## src/common/cart_defines.svh

```systemverilog
// cartridge format widths, MBC1 window codes and header locations
// header addresses are word addresses into the 16-bit store
`ifndef CART_DEFINES_SVH
`define CART_DEFINES_SVH

// --------------------
// widths
`define CART_ADDR_W     16          // cpu side cartridge bus
`define CART_BYTE_W     8
`define CART_WORD_W     16          // backing store word
`define CART_BE_W       2           // one enable per byte of a word
`define CART_WADDR_W    21          // 9 bank bits + 12 offset bits
`define CART_BANK_W     9           // bit 8 picks the ram region
`define CART_OFS_W      12          // word offset inside an 8k window
`define ROM_BANK_W      7           // up to 128 x 16k rom banks
`define ROM_REG_W       5           // lower rom bank register
`define RAM_BANK_W      2           // up to 4 x 8k ram banks

// --------------------
// 8k windows, cart_addr[15:13]
`define WIN_RAM_EN      3'b000      // 0000-1FFF ram enable
`define WIN_ROM_BANK    3'b001      // 2000-3FFF rom bank low bits
`define WIN_RAM_BANK    3'b010      // 4000-5FFF ram bank / rom high bits
`define WIN_MODE        3'b011      // 6000-7FFF banking mode
`define WIN_CART_RAM    3'b101      // A000-BFFF external ram

`define HDR_TYPE_WADDR  21'h0000A3  // low byte is image byte 147h
`define HDR_SIZE_WADDR  21'h0000A4  // rom size code high, ram size code low
`define RAM_EN_KEY      4'hA        // only this nibble enables ram

`endif

```

## src/common/cart_pkg.sv

```systemverilog
// shared types of the cartridge subsystem
// widths come from the defines header, nothing here is configurable
`include "cart_defines.svh"

package cart_pkg;

   // --------------------
   // bus side
   typedef logic [`CART_ADDR_W-1:0]  cart_addr_t;   // cpu byte address
   typedef logic [`CART_BYTE_W-1:0]  cart_byte_t;   // cpu data byte

   // store side
   typedef logic [`CART_WORD_W-1:0]  word_t;        // even byte in the high half
   typedef logic [`CART_WADDR_W-1:0] waddr_t;       // {bank, offset}

   // --------------------
   // banking
   typedef logic [`CART_BANK_W-1:0]  bank_t;        // translated 8k bank
   typedef logic [`ROM_BANK_W-1:0]   rom_bank_t;
   typedef logic [`RAM_BANK_W-1:0]   ram_bank_t;

   // requester side of the four-phase handshake
   typedef enum logic [1:0] {
      ARB_IDLE,       // waiting for a strobe
      ARB_REQ,        // req high, waiting for ack
      ARB_WAIT_REL,   // req dropped, waiting for ack low
      ARB_FINISH      // one cycle done pulse
   } arb_state_t;

endpackage

```

## src/cart_mapper/mbc1_regs.sv

```systemverilog
// MBC1 control registers, written through the four 8k windows below 8000h
// writes to the ram window and above are not decoded here
`include "cart_defines.svh"

module mbc1_regs import cart_pkg::*; (
   input  logic                  clk4,
   input  logic                  reset,
   input  logic                  cart_wr,        // one cycle strobe
   input  cart_addr_t            cart_addr,
   input  cart_byte_t            cart_di,
   output logic [`ROM_REG_W-1:0] rom_bank_reg,   // lower rom bank bits
   output ram_bank_t             ram_bank_reg,   // ram bank or upper rom bits
   output logic                  bank_mode,      // 0 rom banking, 1 ram banking
   output logic                  ram_enable
);

   logic [2:0] win;          // which 8k window
   logic       rom_area_wr;  // write below 8000h

   assign win         = cart_addr[15:13];
   assign rom_area_wr = cart_wr && !cart_addr[15];

   // --------------------
   // register writes
   always_ff @(posedge clk4) begin
      if (reset) begin
         rom_bank_reg <= `ROM_REG_W'(1);   // bank 1 at 4000h out of reset
         ram_bank_reg <= '0;
         bank_mode    <= 1'b0;
         ram_enable   <= 1'b0;             // ram locked until the key
      end else if (rom_area_wr) begin
         case (win)
            `WIN_RAM_EN: begin
               // any other value locks ram again
               ram_enable <= (cart_di[3:0] == `RAM_EN_KEY);
            end
            `WIN_ROM_BANK: begin
               if (cart_di[`ROM_REG_W-1:0] == '0) begin
                  rom_bank_reg <= `ROM_REG_W'(1);   // 0 would alias bank 0
               end else begin
                  rom_bank_reg <= cart_di[`ROM_REG_W-1:0];
               end
            end
            `WIN_RAM_BANK: begin
               ram_bank_reg <= cart_di[`RAM_BANK_W-1:0];   // upper bits ignored
            end
            `WIN_MODE: begin
               bank_mode <= cart_di[0];
            end
            default: begin
               // no other window below 8000h
            end
         endcase
      end
   end

endmodule

```

## config.mk

```make
export PLATFORM = sky130hd
export DESIGN_NAME = mbc1_regs
export DESIGN_NICKNAME = d
export VERILOG_FILES = /design/src/common/cart_pkg.sv /design/src/cart_mapper/mbc1_regs.sv
export VERILOG_INCLUDE_DIRS = /design/src /design/src/common
export SDC_FILE = /design/constraint.sdc
export NUM_CORES = 1
export LEC_CHECK = 0
export BUFFER_PORTS_ARGS = -buffer_cell sky130_fd_sc_hd__buf_2
export CAP_MARGIN = 0
export CORE_AREA = 2 2 39 41
export DETAILED_ROUTE_END_ITERATION = 6
export DIE_AREA = 0 0 41 43
export HOLD_SLACK_MARGIN = 0.02
export PLACE_DENSITY = 0.63
export SETUP_SLACK_MARGIN = 0.02
export SLEW_MARGIN = 20
export SYNTH_ARGS = -nofsm -noshare
export SYNTH_HDL_FRONTEND = slang
export SYNTH_SLANG_ARGS = --single-unit
```

## constraint.sdc

```tcl
create_clock -name clk4 -period 1.5 [get_ports clk4]
set_clock_uncertainty 0.2 [all_clocks]
set_input_delay 0.225 -clock clk4 [delete_from_list [all_inputs] [get_ports clk4]]
set_output_delay 0.225 -clock clk4 [all_outputs]
set_load 0.01 [all_outputs]
```

==> results of run 1 <==
==> cell type report <==
| cell class | count | area [sq um] |
|---|---|---|
| well taps | 16 | 20.0 |
| fillers | 150 | 861 |
| clock buffers | 4 | 26.3 |
| flip-flops and latches | 9 | 180 |
| multi-input cells | 25 | 201 |
| repair buffers | 19 | 95.1 |
==> logic make-up after synthesis <==
group	count (synthesis)	share of synthesized area, %
multiplexers	8	20.2
flip-flops	9	45.4
buffers and inverters	2	3.78
AND/OR/NAND/NOR	17	30.6
==> worst max-delay path by stage <==
stage	startpoint	to	slack, ns	cells after the start
finish	rom_bank_reg[4]	rom_bank_reg[4]	0.36	1
global route	ram_bank_reg[0]	ram_bank_reg[0]	0.31	1
CTS	ram_bank_reg[0]	ram_bank_reg[0]	0.35	1
detailed placement	cart_addr[14]	rom_bank_reg[0]	0.12	4
global placement	cart_addr[14]	rom_bank_reg[0]	0.15	4
floorplan	cart_addr[14]	rom_bank_reg[0]	0.33	4
==> cell usage after synthesis <==
master,n
sky130_fd_sc_hd__and4bb_2,2
sky130_fd_sc_hd__buf_6,1
sky130_fd_sc_hd__clkbuf_1,1
sky130_fd_sc_hd__dfxtp_1,9
sky130_fd_sc_hd__mux2i_1,8
sky130_fd_sc_hd__nand4b_1,1
sky130_fd_sc_hd__nor2_1,9
sky130_fd_sc_hd__nor3_1,1
sky130_fd_sc_hd__nor4_1,1
sky130_fd_sc_hd__nor4b_1,1
sky130_fd_sc_hd__nor4b_4,1
sky130_fd_sc_hd__nor4bb_1,1
==> routing by layer <==
| metal | up-vias | wire length (um) | global-route usage, % |
|---|---|---|---|
| met5 | - | 0 | 0 |
| met4 | 0 | 0 | 6.00 |
| met1 | 157 | 314 | 10.5 |
| met3 | 0 | 46 | 1.57 |
| li1 | 171 | - | - |
| met2 | 10 | 404 | 14.1 |
==> power breakdown <==
| part | internal, mW | switching, mW |
|---|---|---|
| Clock | 0.102 | 0.0819 |
| Sequential | 0.244 | 0.00196 |
| Combinational | 0.0241 | 0.0256 |
| Total | 0.370 | 0.110 |
==> stage by stage <==
step	hold slack (ns)	setup slack [ns]	cell area, sq um	util, %
2_1_floorplan	0.157	0.333	397	-
3_3_place_gp	0.256	0.155	497	35.9
3_5_place_dp	0.274	0.124	497	35.9
4_1_cts	0.0268	0.352	523	37.8
5_1_grt	0.0460	0.309	523	37.8
6_report	0.0274	0.358	523	37.8
==> impl_results.rst, run 1 <==
.. list-table::
   :header-rows: 1

   * - Metric
     - Value
   * - Result of the run
     - finished clean
   * - Peak supply drop
     - 0.000420 V
   * - Sinks on Clock Net
     - 9
   * - Number of nets in the finished design
     - 85
   * - Endpoint of the lowest-slack register-to-register path
     - rom_bank_reg[0]
   * - Vias per std cell
     - 4.63
   * - Post-CTS setup-driven buffer insertion count
     - 0
   * - Leakage dissipation
     - 0.227 nW
   * - Placed Cells incl. Taps
     - slightly below 70
   * - Part of the cycle the worst path needs
     - about three quarters
   * - Critical path endpoint category
     - primary output
   * - Hold Buf Count CTS
     - 0
   * - Worst slew pin tran
     - 0.538 ns
   * - Most common library cell in the layout ignoring fill and taps
     - sky130_fd_sc_hd__buf_2
   * - Count of final hold-check violations
     - 0
   * - Share of Yosys cell area claimed by the top area cell type
     - 45.4%
   * - Clock tree root driver cell
     - sky130_fd_sc_hd__clkbuf_4
   * - Initial cell density of the core
     - 28.7%
   * - Timing-limited maximum frequency
     - 0.876 GHz
   * - Final routed wire length divided by cell count
     - 10.5 um
   * - Setup repair after global routing missed its margin
     - false
   * - Synthesized net count
     - 63
   * - Global-route wire length before repair
     - 1.11 mm
   * - Data arrival time of the critical path
     - 0.72 ns
   * - Worst Setup Path Type
     - flip-flop to primary output
   * - Total of flip-flops plus latches after synthesis
     - 9
   * - Most frequent cells in the layout
     - 19 x sky130_fd_sc_hd__buf_2, 9 x sky130_fd_sc_hd__nor2_1, 9 x sky130_fd_sc_hd__dfxtp_1
   * - Max-slew headroom
     - 63.8%
   * - Cell-by-cell trace of the critical path
     - buf_2
   * - Hold worst-path end
     - rom_bank_reg[4]
   * - Routability congestion estimate from global placement
     - between 0.6 and 0.7
   * - TritonCTS clock tree
     - done
   * - Setup TNS after final layout
     - 0 ns
   * - Number of standard cells after synthesis
     - 36
   * - Initial antenna violation count
     - 0
   * - Cell types with the largest area share after synthesis
     - sky130_fd_sc_hd__dfxtp_1 45%, sky130_fd_sc_hd__mux2i_1 20%, sky130_fd_sc_hd__nor2_1 8.5%
   * - Number of buffers inserted during clock tree synthesis
     - 3
   * - Maximum number of pins on one net before global-route repair
     - 11
   * - Port bufs
     - 19
   * - Number of top-level design ports
     - 36
   * - Post-detailed-route count of antenna-violating nets
     - 0
   * - Hold path startpoint
     - cart_di[4]
   * - R2R cell count
     - 2
   * - Pwr dens
     - 917 mW/mm^2
   * - Die extent in x
     - 41 um
   * - Hold Crit Class
     - input pin to flip-flop
   * - Largest delay contributor family on the critical path
     - flip-flops
   * - Total global routing track utilization
     - 8.99%
   * - Final routed DRC violation total
     - 0
   * - Final number of setup-violating endpoints
     - 0
   * - Reg2reg setup slack
     - between 0.6 and 0.7 ns
   * - Required time at the worst-slack endpoint
     - 1.07 ns
   * - Post-synthesis area per instance
     - roughly 11 sq um
   * - Worst Hold Path Cells
     - 3
   * - Max-slew violation count
     - 0
   * - Wire length reported by the detailed router
     - 765 um
   * - Total inserted antenna cells
     - 0
   * - Highest cell delay on the worst timing path
     - 0.33 ns
   * - Buffers & Inverters on Critical Path
     - 1
   * - Time the final worst path needs with I/O delays and setup
     - roughly 1.1 ns
   * - GR Overflow Total
     - 0
   * - Cell area after synthesis
     - between 300 and 400 sq um
   * - Detailed-router iteration count before antenna repair
     - 4
   * - Number of distinct library cells after synthesis
     - 12
   * - H-Tree Level Count
     - 1
   * - Core Footprint
     - 0.00138 sq mm
   * - Pwr Total
     - 0.480 mW
   * - Clock Latency Late Sink
     - around 0.25 ns
   * - Layout Area Growth over Synthesis
     - 31.9%
   * - Number of rows in the core area
     - 14
   * - Die ar.
     - 0.00176 sq mm
   * - Max FFs per register
     - 5
   * - Height of the chip
     - 43 um
   * - Cell Count, Final, Fillers Out
     - 73
   * - Largest fanout on the critical path
     - 2
   * - Sequential share of the synthesized area
     - 45.4%
   * - Post-CTS clock slew at the launch and capture registers of the worst setup and hold paths
     - 0.06 ns
   * - Ys Warns
     - 0
   * - Kind of start point of the critical path
     - flip-flop
   * - Iter 0 DRT Violations
     - 4
   * - Number of buffers between clock root and the deepest sink
     - 2
   * - Leading area contributor after synthesis
     - sky130_fd_sc_hd__dfxtp_1
   * - Slowest cell on the critical path
     - sky130_fd_sc_hd__dfxtp_1
   * - CTS resizes
     - 0
   * - Vias in the first global route
     - 295
   * - Number of maximum-capacitance violations
     - 0
   * - Total via count in the routed design
     - 338
   * - Critical register-to-register path startpoint
     - rom_bank_reg[0]
   * - Layout cell share with drive strength beyond 1
     - 43.9%
(Power assumes the default switching activity.)
==> run 2: changes to the inputs <==
==> constraint.sdc (replaced) <==
create_clock -name clk4 -period 1.1 [get_ports clk4]
set_clock_uncertainty 0.2 [all_clocks]
set_input_delay 0.165 -clock clk4 [delete_from_list [all_inputs] [get_ports clk4]]
set_output_delay 0.165 -clock clk4 [all_outputs]
set_load 0.01 [all_outputs]
==> run 2 against run 1 <==
Compared with the run above:
- the run now ends with negative hold slack left
- design area up 17%
- setup slack got worse by 0.33 ns
- via count grew 1.5%
- hold slack lost 0.052 ns
- clock power increased by 39%
- combinational power grew 63%
- final cell count is 2.7% higher
- critical path type unchanged
==> impl_results.rst, run 2 (same netlist as run 1, synthesis figures left out) <==
.. list-table::
   :header-rows: 1

   * - Metric
     - Value
   * - R2R cell count
     - 2
   * - Initial cell density of the core
     - approximately 29%
   * - H-Tree Level Count
     - 1
   * - Height of the chip
     - roughly 43 um
   * - Total inserted antenna cells
     - 0
   * - Largest delay contributor family on the critical path
     - flip-flops
   * - Die ar.
     - 0.00176 sq mm
   * - Violated checks
     - negative hold slack
   * - Number of buffers inserted during clock tree synthesis
     - 3
   * - Peak supply drop
     - slightly below 0.0005 V
   * - Placement Setup Slack
     - -0.183 ns
   * - Worst hold margin
     - -0.0250 ns
   * - Buffers & Inverters on Critical Path
     - 1
   * - Time the final worst path needs with I/O delays and setup
     - 1.07 ns
   * - Final worst setup slack
     - 0.0290 ns
   * - Proportion of power drawn by flip-flops and latches
     - 50.1%
   * - GR Overflow Total
     - 0
   * - Vias per std cell
     - about 4.6
   * - Most frequent cells in the layout
     - 10 x sky130_fd_sc_hd__buf_2, 9 x sky130_fd_sc_hd__nor2_1, 9 x sky130_fd_sc_hd__dfxtp_2, 9 x sky130_fd_sc_hd__buf_6, 8 x sky130_fd_sc_hd__mux2i_1
   * - Routability congestion estimate from global placement
     - 0.695
   * - Kind of start point of the critical path
     - flip-flop
   * - Critical path endpoint category
     - primary output
   * - Hold Crit Class
     - input pin to flip-flop
   * - Worst slew pin tran
     - 0.250 ns
   * - Die extent in x
     - 41 um
   * - Cell internal power dissipation
     - 0.517 mW
   * - Port bufs
     - 19
   * - Post-CTS clock slew at the launch and capture registers of the worst setup and hold paths
     - 0.06 ns
   * - Max-slew violation count
     - 0
   * - Number of filler instances in the final layout
     - approximately 140
   * - Timing-limited maximum frequency
     - 0.934 GHz
   * - Final number of setup-violating endpoints
     - 0
   * - Final routed DRC violation total
     - 0
   * - Number of maximum-capacitance violations
     - 0
   * - Post-detail-place hpwl
     - ~580 um
   * - Max-slew headroom
     - 83.1%
   * - Number of buffers between clock root and the deepest sink
     - 2
   * - Wire length reported by the detailed router
     - 858 um
   * - Count of final hold-check violations
     - 4
   * - Detailed-router iteration count before antenna repair
     - 4
   * - Pwr dens
     - 1100 mW/mm^2
   * - Setup TNS after final layout
     - 0 ns
   * - Hold path startpoint
     - cart_di[3]
   * - Vias in the first global route
     - around 330
   * - Net switching power figure
     - 0.157 mW
   * - Hold Buf Count CTS
     - 3
   * - Most common library cell in the layout ignoring fill and taps
     - sky130_fd_sc_hd__buf_2
   * - TritonCTS clock tree
     - done
   * - Layout Area Growth over Synthesis
     - 54.3%
   * - Comb pwr share
     - 12.0%
   * - Core Footprint
     - 0.00138 sq mm
   * - Iter 0 DRT Violations
     - 5
   * - Clock network fraction of design power
     - a little under two fifths
   * - Reg2reg setup slack
     - 0.24 ns
   * - Total via count in the routed design
     - 343
   * - Endpoint of the lowest-slack register-to-register path
     - rom_bank_reg[0]
   * - Data arrival time of the critical path
     - 0.71 ns
   * - Pwr Total
     - 0.674 mW
   * - Maximum number of pins on one net before global-route repair
     - 11
   * - Setup repair after global routing missed its margin
     - true
   * - Largest fanout on the critical path
     - 2
   * - Final routed wire length divided by cell count
     - 11.4 um
   * - Worst Setup Path Type
     - flip-flop to primary output
   * - Cell Count, Final, Fillers Out
     - 75
   * - Number of rows in the core area
     - 14
   * - Total global routing track utilization
     - 11.7%
   * - Part of the cycle the worst path needs
     - 97.4%
   * - Required time at the worst-slack endpoint
     - around 0.73 ns
   * - Slowest cell on the critical path
     - sky130_fd_sc_hd__dfxtp_2
   * - Number of top-level design ports
     - 36
   * - Initial antenna violation count
     - 0
   * - Post-detailed-route count of antenna-violating nets
     - 0
   * - Worst Hold Path Cells
     - 3
   * - Layout cell share with drive strength beyond 1
     - 62.7%
   * - Result of the run
     - complete, but fails checks
   * - Sinks on Clock Net
     - 9
   * - Max FFs per register
     - 5
   * - Highest cell delay on the worst timing path
     - 0.34 ns
   * - Clock tree root driver cell
     - sky130_fd_sc_hd__clkbuf_4
   * - Switching share of power
     - 23.3%
   * - Placed Cells incl. Taps
     - 71
   * - Number of nets in the finished design
     - 87
   * - Critical register-to-register path startpoint
     - rom_bank_reg[0]
   * - Cell-by-cell trace of the critical path
     - buf_6
   * - Global-route wire length before repair
     - between 1 and 1.5 mm
   * - Leakage dissipation
     - 0.250 nW
   * - Clock Latency Late Sink
     - 0.26 ns
   * - Hold worst-path end
     - rom_bank_reg[3]
-- run 2: changes by cell type in the layout (fill, tap and decap cells not counted), sizes merged --
| cell | change |
|---|---|
| buf | +2 |
-- run 2: cell type report --
type | instances | area, sq um | area share, %
Timing Repair Buffer | 21 | 166 | 27.2
Tap cell | 16 | 20.0 | 3.27
Clock buffer | 4 | 26.3 | 4.29
Sequential cell | 9 | 191 | 31.3
Multi-Input combinational cell | 25 | 208 | 33.9
-- run 2: what timing repair did --
| action | in CTS | in global routing |
|---|---|---|
| resized for setup | 18 | 0 |
| buffers inserted | 0 | 0 |
| endpoints found under the setup margin | 9 | 9 |
| hold endpoints to repair | 7 | 3 |
| gates cloned | 0 | 0 |
-- run 2: worst max path at each step --
| stage | startpoint | endpoint | cells after the start |
|---|---|---|---|
| after global placement | cart_addr[14] | rom_bank_reg[3] | 4 |
| after floorplan | cart_addr[14] | rom_bank_reg[1] | 4 |
| after CTS | ram_bank_reg[0] | ram_bank_reg[0] | 1 |
| after global routing | rom_bank_reg[3] | rom_bank_reg[3] | 1 |
| final | rom_bank_reg[3] | rom_bank_reg[3] | 1 |
| after detailed placement | cart_addr[14] | rom_bank_reg[0] | 4 |
-- run 2: worst min-delay path: cells and delay by family --
family,cells,cell delay [ns]
multiplexers,1,0.06
buffers and inverters,1,0.09
AND/OR/NAND/NOR,1,0.07
-- run 2: stage by stage --
| step | cell area (sq um) | util (%) | hold slack (ns) |
|---|---|---|---|
| floorplan | 403 | - | 0.0821 |
| global placement | 518 | 37.4 | 0.231 |
| detailed placement | 518 | 37.4 | 0.234 |
| CTS | 642 | 46.4 | -0.0120 |
| global route | 612 | 44.2 | 0.00196 |
| finish | 612 | 44.2 | -0.0250 |
-- run 2: power groups by stage --
stage          logic (mW)  registers [mW]  clock network, mW
2_1_floorplan      0.0311           0.346                  0
6_report           0.0812           0.338              0.255
3_3_place_gp       0.0732           0.343                  0
4_1_cts            0.0895           0.338              0.277
3_5_place_dp       0.0740           0.342                  0
5_1_grt            0.0895           0.338              0.281
-- run 2: per-layer routing --
metal	share of wire (%)	vias up	global-route usage (%)
li1	-	177	-
met5	0	-	0
met1	46	154	12.7
met4	1.4	0	12.0
met3	3.4	2	1.57
met2	49	10	17.5
==> run 3: changes to the inputs <==
--- a/config.mk
+++ b/config.mk
@@ -6,13 +6,13 @@
 export SDC_FILE = /design/constraint.sdc
 export NUM_CORES = 1
 export LEC_CHECK = 0
-export BUFFER_PORTS_ARGS = -buffer_cell sky130_fd_sc_hd__buf_2
+export BUFFER_PORTS_ARGS = -buffer_cell sky130_fd_sc_hd__buf_4
 export CAP_MARGIN = 0
 export CORE_AREA = 2 2 39 41
 export DETAILED_ROUTE_END_ITERATION = 6
 export DIE_AREA = 0 0 41 43
 export HOLD_SLACK_MARGIN = 0.02
-export PLACE_DENSITY = 0.63
+export PLACE_DENSITY = 0.66
 export SETUP_SLACK_MARGIN = 0.02
 export SLEW_MARGIN = 20
 export SYNTH_ARGS = -nofsm -noshare
==> constraint.sdc (replaced) <==
create_clock -name clk4 -period 0.85 [get_ports clk4]
set_clock_uncertainty 0.2 [all_clocks]
set_input_delay 0.1275 -clock clk4 [delete_from_list [all_inputs] [get_ports clk4]]
set_output_delay 0.1275 -clock clk4 [all_outputs]
set_load 0.01 [all_outputs]
==> run 3 against run 2 <==
Compared with the run above:
- the flow finishes with violations (negative hold slack, negative setup slack)
- via count grew 13%
- utilization increased by 7.7 points
- global-route usage increased by 0.81 points
- highest routed layer is now met3
- critical endpoint is now rom_bank_reg[2]
- critical path type unchanged
==> impl_results.rst, run 3 (same netlist as run 1, synthesis figures left out) <==
.. list-table::
   :header-rows: 1

   * - Metric
     - Value
   * - Placement Setup Slack
     - -0.416 ns
   * - Highest cell delay on the worst timing path
     - 0.32 ns
   * - Endpoint of the most critical setup path
     - rom_bank_reg[2]
   * - Timing-limited maximum frequency
     - around 0.98 GHz
   * - Kind of start point of the critical path
     - flip-flop
   * - Total via count in the routed design
     - a little under 400
   * - Detailed-router iteration count before antenna repair
     - 4
   * - Vias in the first global route
     - 372
   * - Number of top-level design ports
     - 36
   * - Peak supply drop
     - 0.000782 V
   * - Final routed DRC violation total
     - 0
   * - H-Tree Level Count
     - 1
   * - Cell internal power dissipation
     - 0.709 mW
   * - FF/Latch Area
     - 191 sq um
   * - Number of buffers between clock root and the deepest sink
     - 2
   * - Area used by multi-input combinational logic
     - 225 sq um
   * - Wire length reported by the detailed router
     - 951 um
   * - TritonCTS clock tree
     - done
   * - Die extent in x
     - 41 um
   * - Required time at the worst-slack endpoint
     - 0.52 ns
   * - Leakage dissipation
     - about 0.3 nW
   * - Initial antenna violation count
     - 0
   * - Sinks on Clock Net
     - 9
   * - Max-slew violation count
     - 0
   * - Global-route wire length before repair
     - between 1 and 1.5 mm
   * - Slowest cell on the critical path
     - sky130_fd_sc_hd__dfxtp_2
   * - Layout cell share with drive strength beyond 1
     - 67.2%
   * - Count of final hold-check violations
     - 5
   * - Worst slew pin tran
     - between 0.3 and 0.4 ns
   * - Clock Latency Late Sink
     - 0.25 ns
   * - Endpoint of the lowest-slack register-to-register path
     - rom_bank_reg[0]
   * - Pwr dens
     - roughly 1300 mW/mm^2
   * - Most frequent cells in the layout
     - 13 x sky130_fd_sc_hd__buf_4, 10 x sky130_fd_sc_hd__buf_6, 9 x sky130_fd_sc_hd__nor2_1, 9 x sky130_fd_sc_hd__dfxtp_2, 8 x sky130_fd_sc_hd__mux2i_1
   * - Source of the critical timing path
     - rom_bank_reg[2]
   * - Number of nets in the finished design
     - 92
   * - Port bufs
     - 19
   * - Final worst setup slack
     - -0.169 ns
   * - Final routed wire length divided by cell count
     - 11.9 um
   * - Cell-by-cell trace of the critical path
     - buf_6
   * - Comb pwr share
     - about 17%
   * - Largest fanout on the critical path
     - 2
   * - Total global routing track utilization
     - around an eighth
   * - Most common library cell in the layout ignoring fill and taps
     - sky130_fd_sc_hd__buf_4
   * - Worst hold margin
     - -0.0731 ns
   * - Switching share of power
     - 22.2%
   * - Iter 0 DRT Violations
     - 5
   * - Maximum number of pins on one net before global-route repair
     - 8
   * - Vias per std cell
     - 4.84
   * - Violated checks
     - negative hold slack, negative setup slack
   * - Clock tree root driver cell
     - sky130_fd_sc_hd__clkbuf_4
   * - Buffers & Inverters on Critical Path
     - 1
   * - R2R cell count
     - 3
   * - Number of filler instances in the final layout
     - 130
   * - Critical register-to-register path startpoint
     - rom_bank_reg[0]
   * - Proportion of power drawn by flip-flops and latches
     - 48.0%
   * - Routability congestion estimate from global placement
     - 0.758
   * - Total inserted antenna cells
     - 0
   * - Final number of setup-violating endpoints
     - 15
   * - GR Overflow Total
     - 0
   * - Max FFs per register
     - 5
   * - Number of maximum-capacitance violations
     - 0
   * - Reg2reg setup slack
     - -0.11 ns
   * - Hold Crit Class
     - input pin to flip-flop
   * - Number of rows in the core area
     - 14
   * - Count of cell instances traversed by the critical path
     - 1
   * - Core Footprint
     - around 0.0014 sq mm
   * - Die ar.
     - roughly 0.0018 sq mm
   * - Clock network fraction of design power
     - between 30% and 40%
   * - Initial cell density of the core
     - 28.7%
   * - Part of the cycle the worst path needs
     - 120%
   * - Post-detail-place hpwl
     - 703 um
   * - Post-detailed-route count of antenna-violating nets
     - 0
   * - Worst Setup Path Type
     - flip-flop to primary output
   * - Net switching power figure
     - 0.202 mW
   * - Data arrival time of the critical path
     - 0.69 ns
   * - Setup TNS after final layout
     - -1.91 ns
   * - Setup repair after global routing missed its margin
     - true
   * - Post-CTS clock slew at the launch and capture registers of the worst setup and hold paths
     - 0.06 ns
   * - Critical path endpoint category
     - primary output
   * - Max-slew headroom
     - 79.6%
   * - Number of buffers inserted during clock tree synthesis
     - 3
   * - Height of the chip
     - 43 um
   * - Largest delay contributor family on the critical path
     - flip-flops
   * - Time the final worst path needs with I/O delays and setup
     - 1.02 ns
   * - Layout Area Growth over Synthesis
     - 81.1%
   * - Result of the run
     - complete, but fails checks
run 3: cell count changes in the layout (fill, tap and decap cells not counted):
cell | previous run | this run
sky130_fd_sc_hd__buf_4 | 2 | 13
sky130_fd_sc_hd__buf_2 | 10 | 0
sky130_fd_sc_hd__buf_8 | 0 | 3
sky130_fd_sc_hd__and4bb_2 | 2 | 1
sky130_fd_sc_hd__and4bb_4 | 0 | 1
sky130_fd_sc_hd__buf_6 | 9 | 10
sky130_fd_sc_hd__nor3_1 | 1 | 0
sky130_fd_sc_hd__nor3_2 | 0 | 1
sky130_fd_sc_hd__nor4b_2 | 1 | 0
sky130_fd_sc_hd__nor4b_4 | 1 | 2
run 3: cell type report:
class                   count  area share (%)
repair buffers             26            35.5
multi-input cells          25            31.4
flip-flops and latches      9            26.7
clock buffers               4            3.66
well taps                  16            2.79
run 3: through the flow:
step	cells	instance area, sq um	power [mW]	utilization [%]
floorplan	36	412	0.490	-
global placement	75	604	0.575	43.7
detailed placement	75	604	0.577	43.7
CTS	80	714	0.927	51.6
global route	80	718	0.964	51.9
finish	80	718	0.912	51.9
run 3: power by group through the flow:
stage,clock network [mW],logic [mW],registers [mW]
after detailed placement,0,0.133,0.444
after global routing,0.361,0.165,0.438
after global placement,0,0.131,0.444
final,0.320,0.155,0.437
after floorplan,0,0.0422,0.447
after CTS,0.336,0.154,0.437
run 3: layer usage:
| layer | vias to the layer above | share of wire (%) | global-route usage (%) |
|---|---|---|---|
| met1 | 188 | 39 | 13.3 |
| met4 | 0 | 0 | 10.0 |
| met2 | 12 | 55 | 20.3 |
| met3 | 0 | 6.0 | 1.57 |
| met5 | - | 0 | 0 |
| li1 | 187 | - | - |
run 3: worst min path at each step:
stage | startpoint | to | slack [ns] | cells after the start
final | cart_di[4] | rom_bank_reg[4] | -0.07 | 3
after global routing | cart_di[4] | rom_bank_reg[4] | -0.07 | 3
after CTS | cart_di[4] | rom_bank_reg[4] | -0.08 | 3
after detailed placement | cart_di[0] | rom_bank_reg[0] | 0.19 | 3
after global placement | cart_di[4] | rom_bank_reg[4] | 0.18 | 3
after floorplan | cart_di[0] | rom_bank_reg[0] | 0.04 | 2
run 3: timing repair:
item                       4_1_cts  5_1_grt
pin swaps                        7        4
setup endpoints to repair       17       17
setup buffers                    1        0
hold endpoints to repair         6        5
resized for setup               26        1
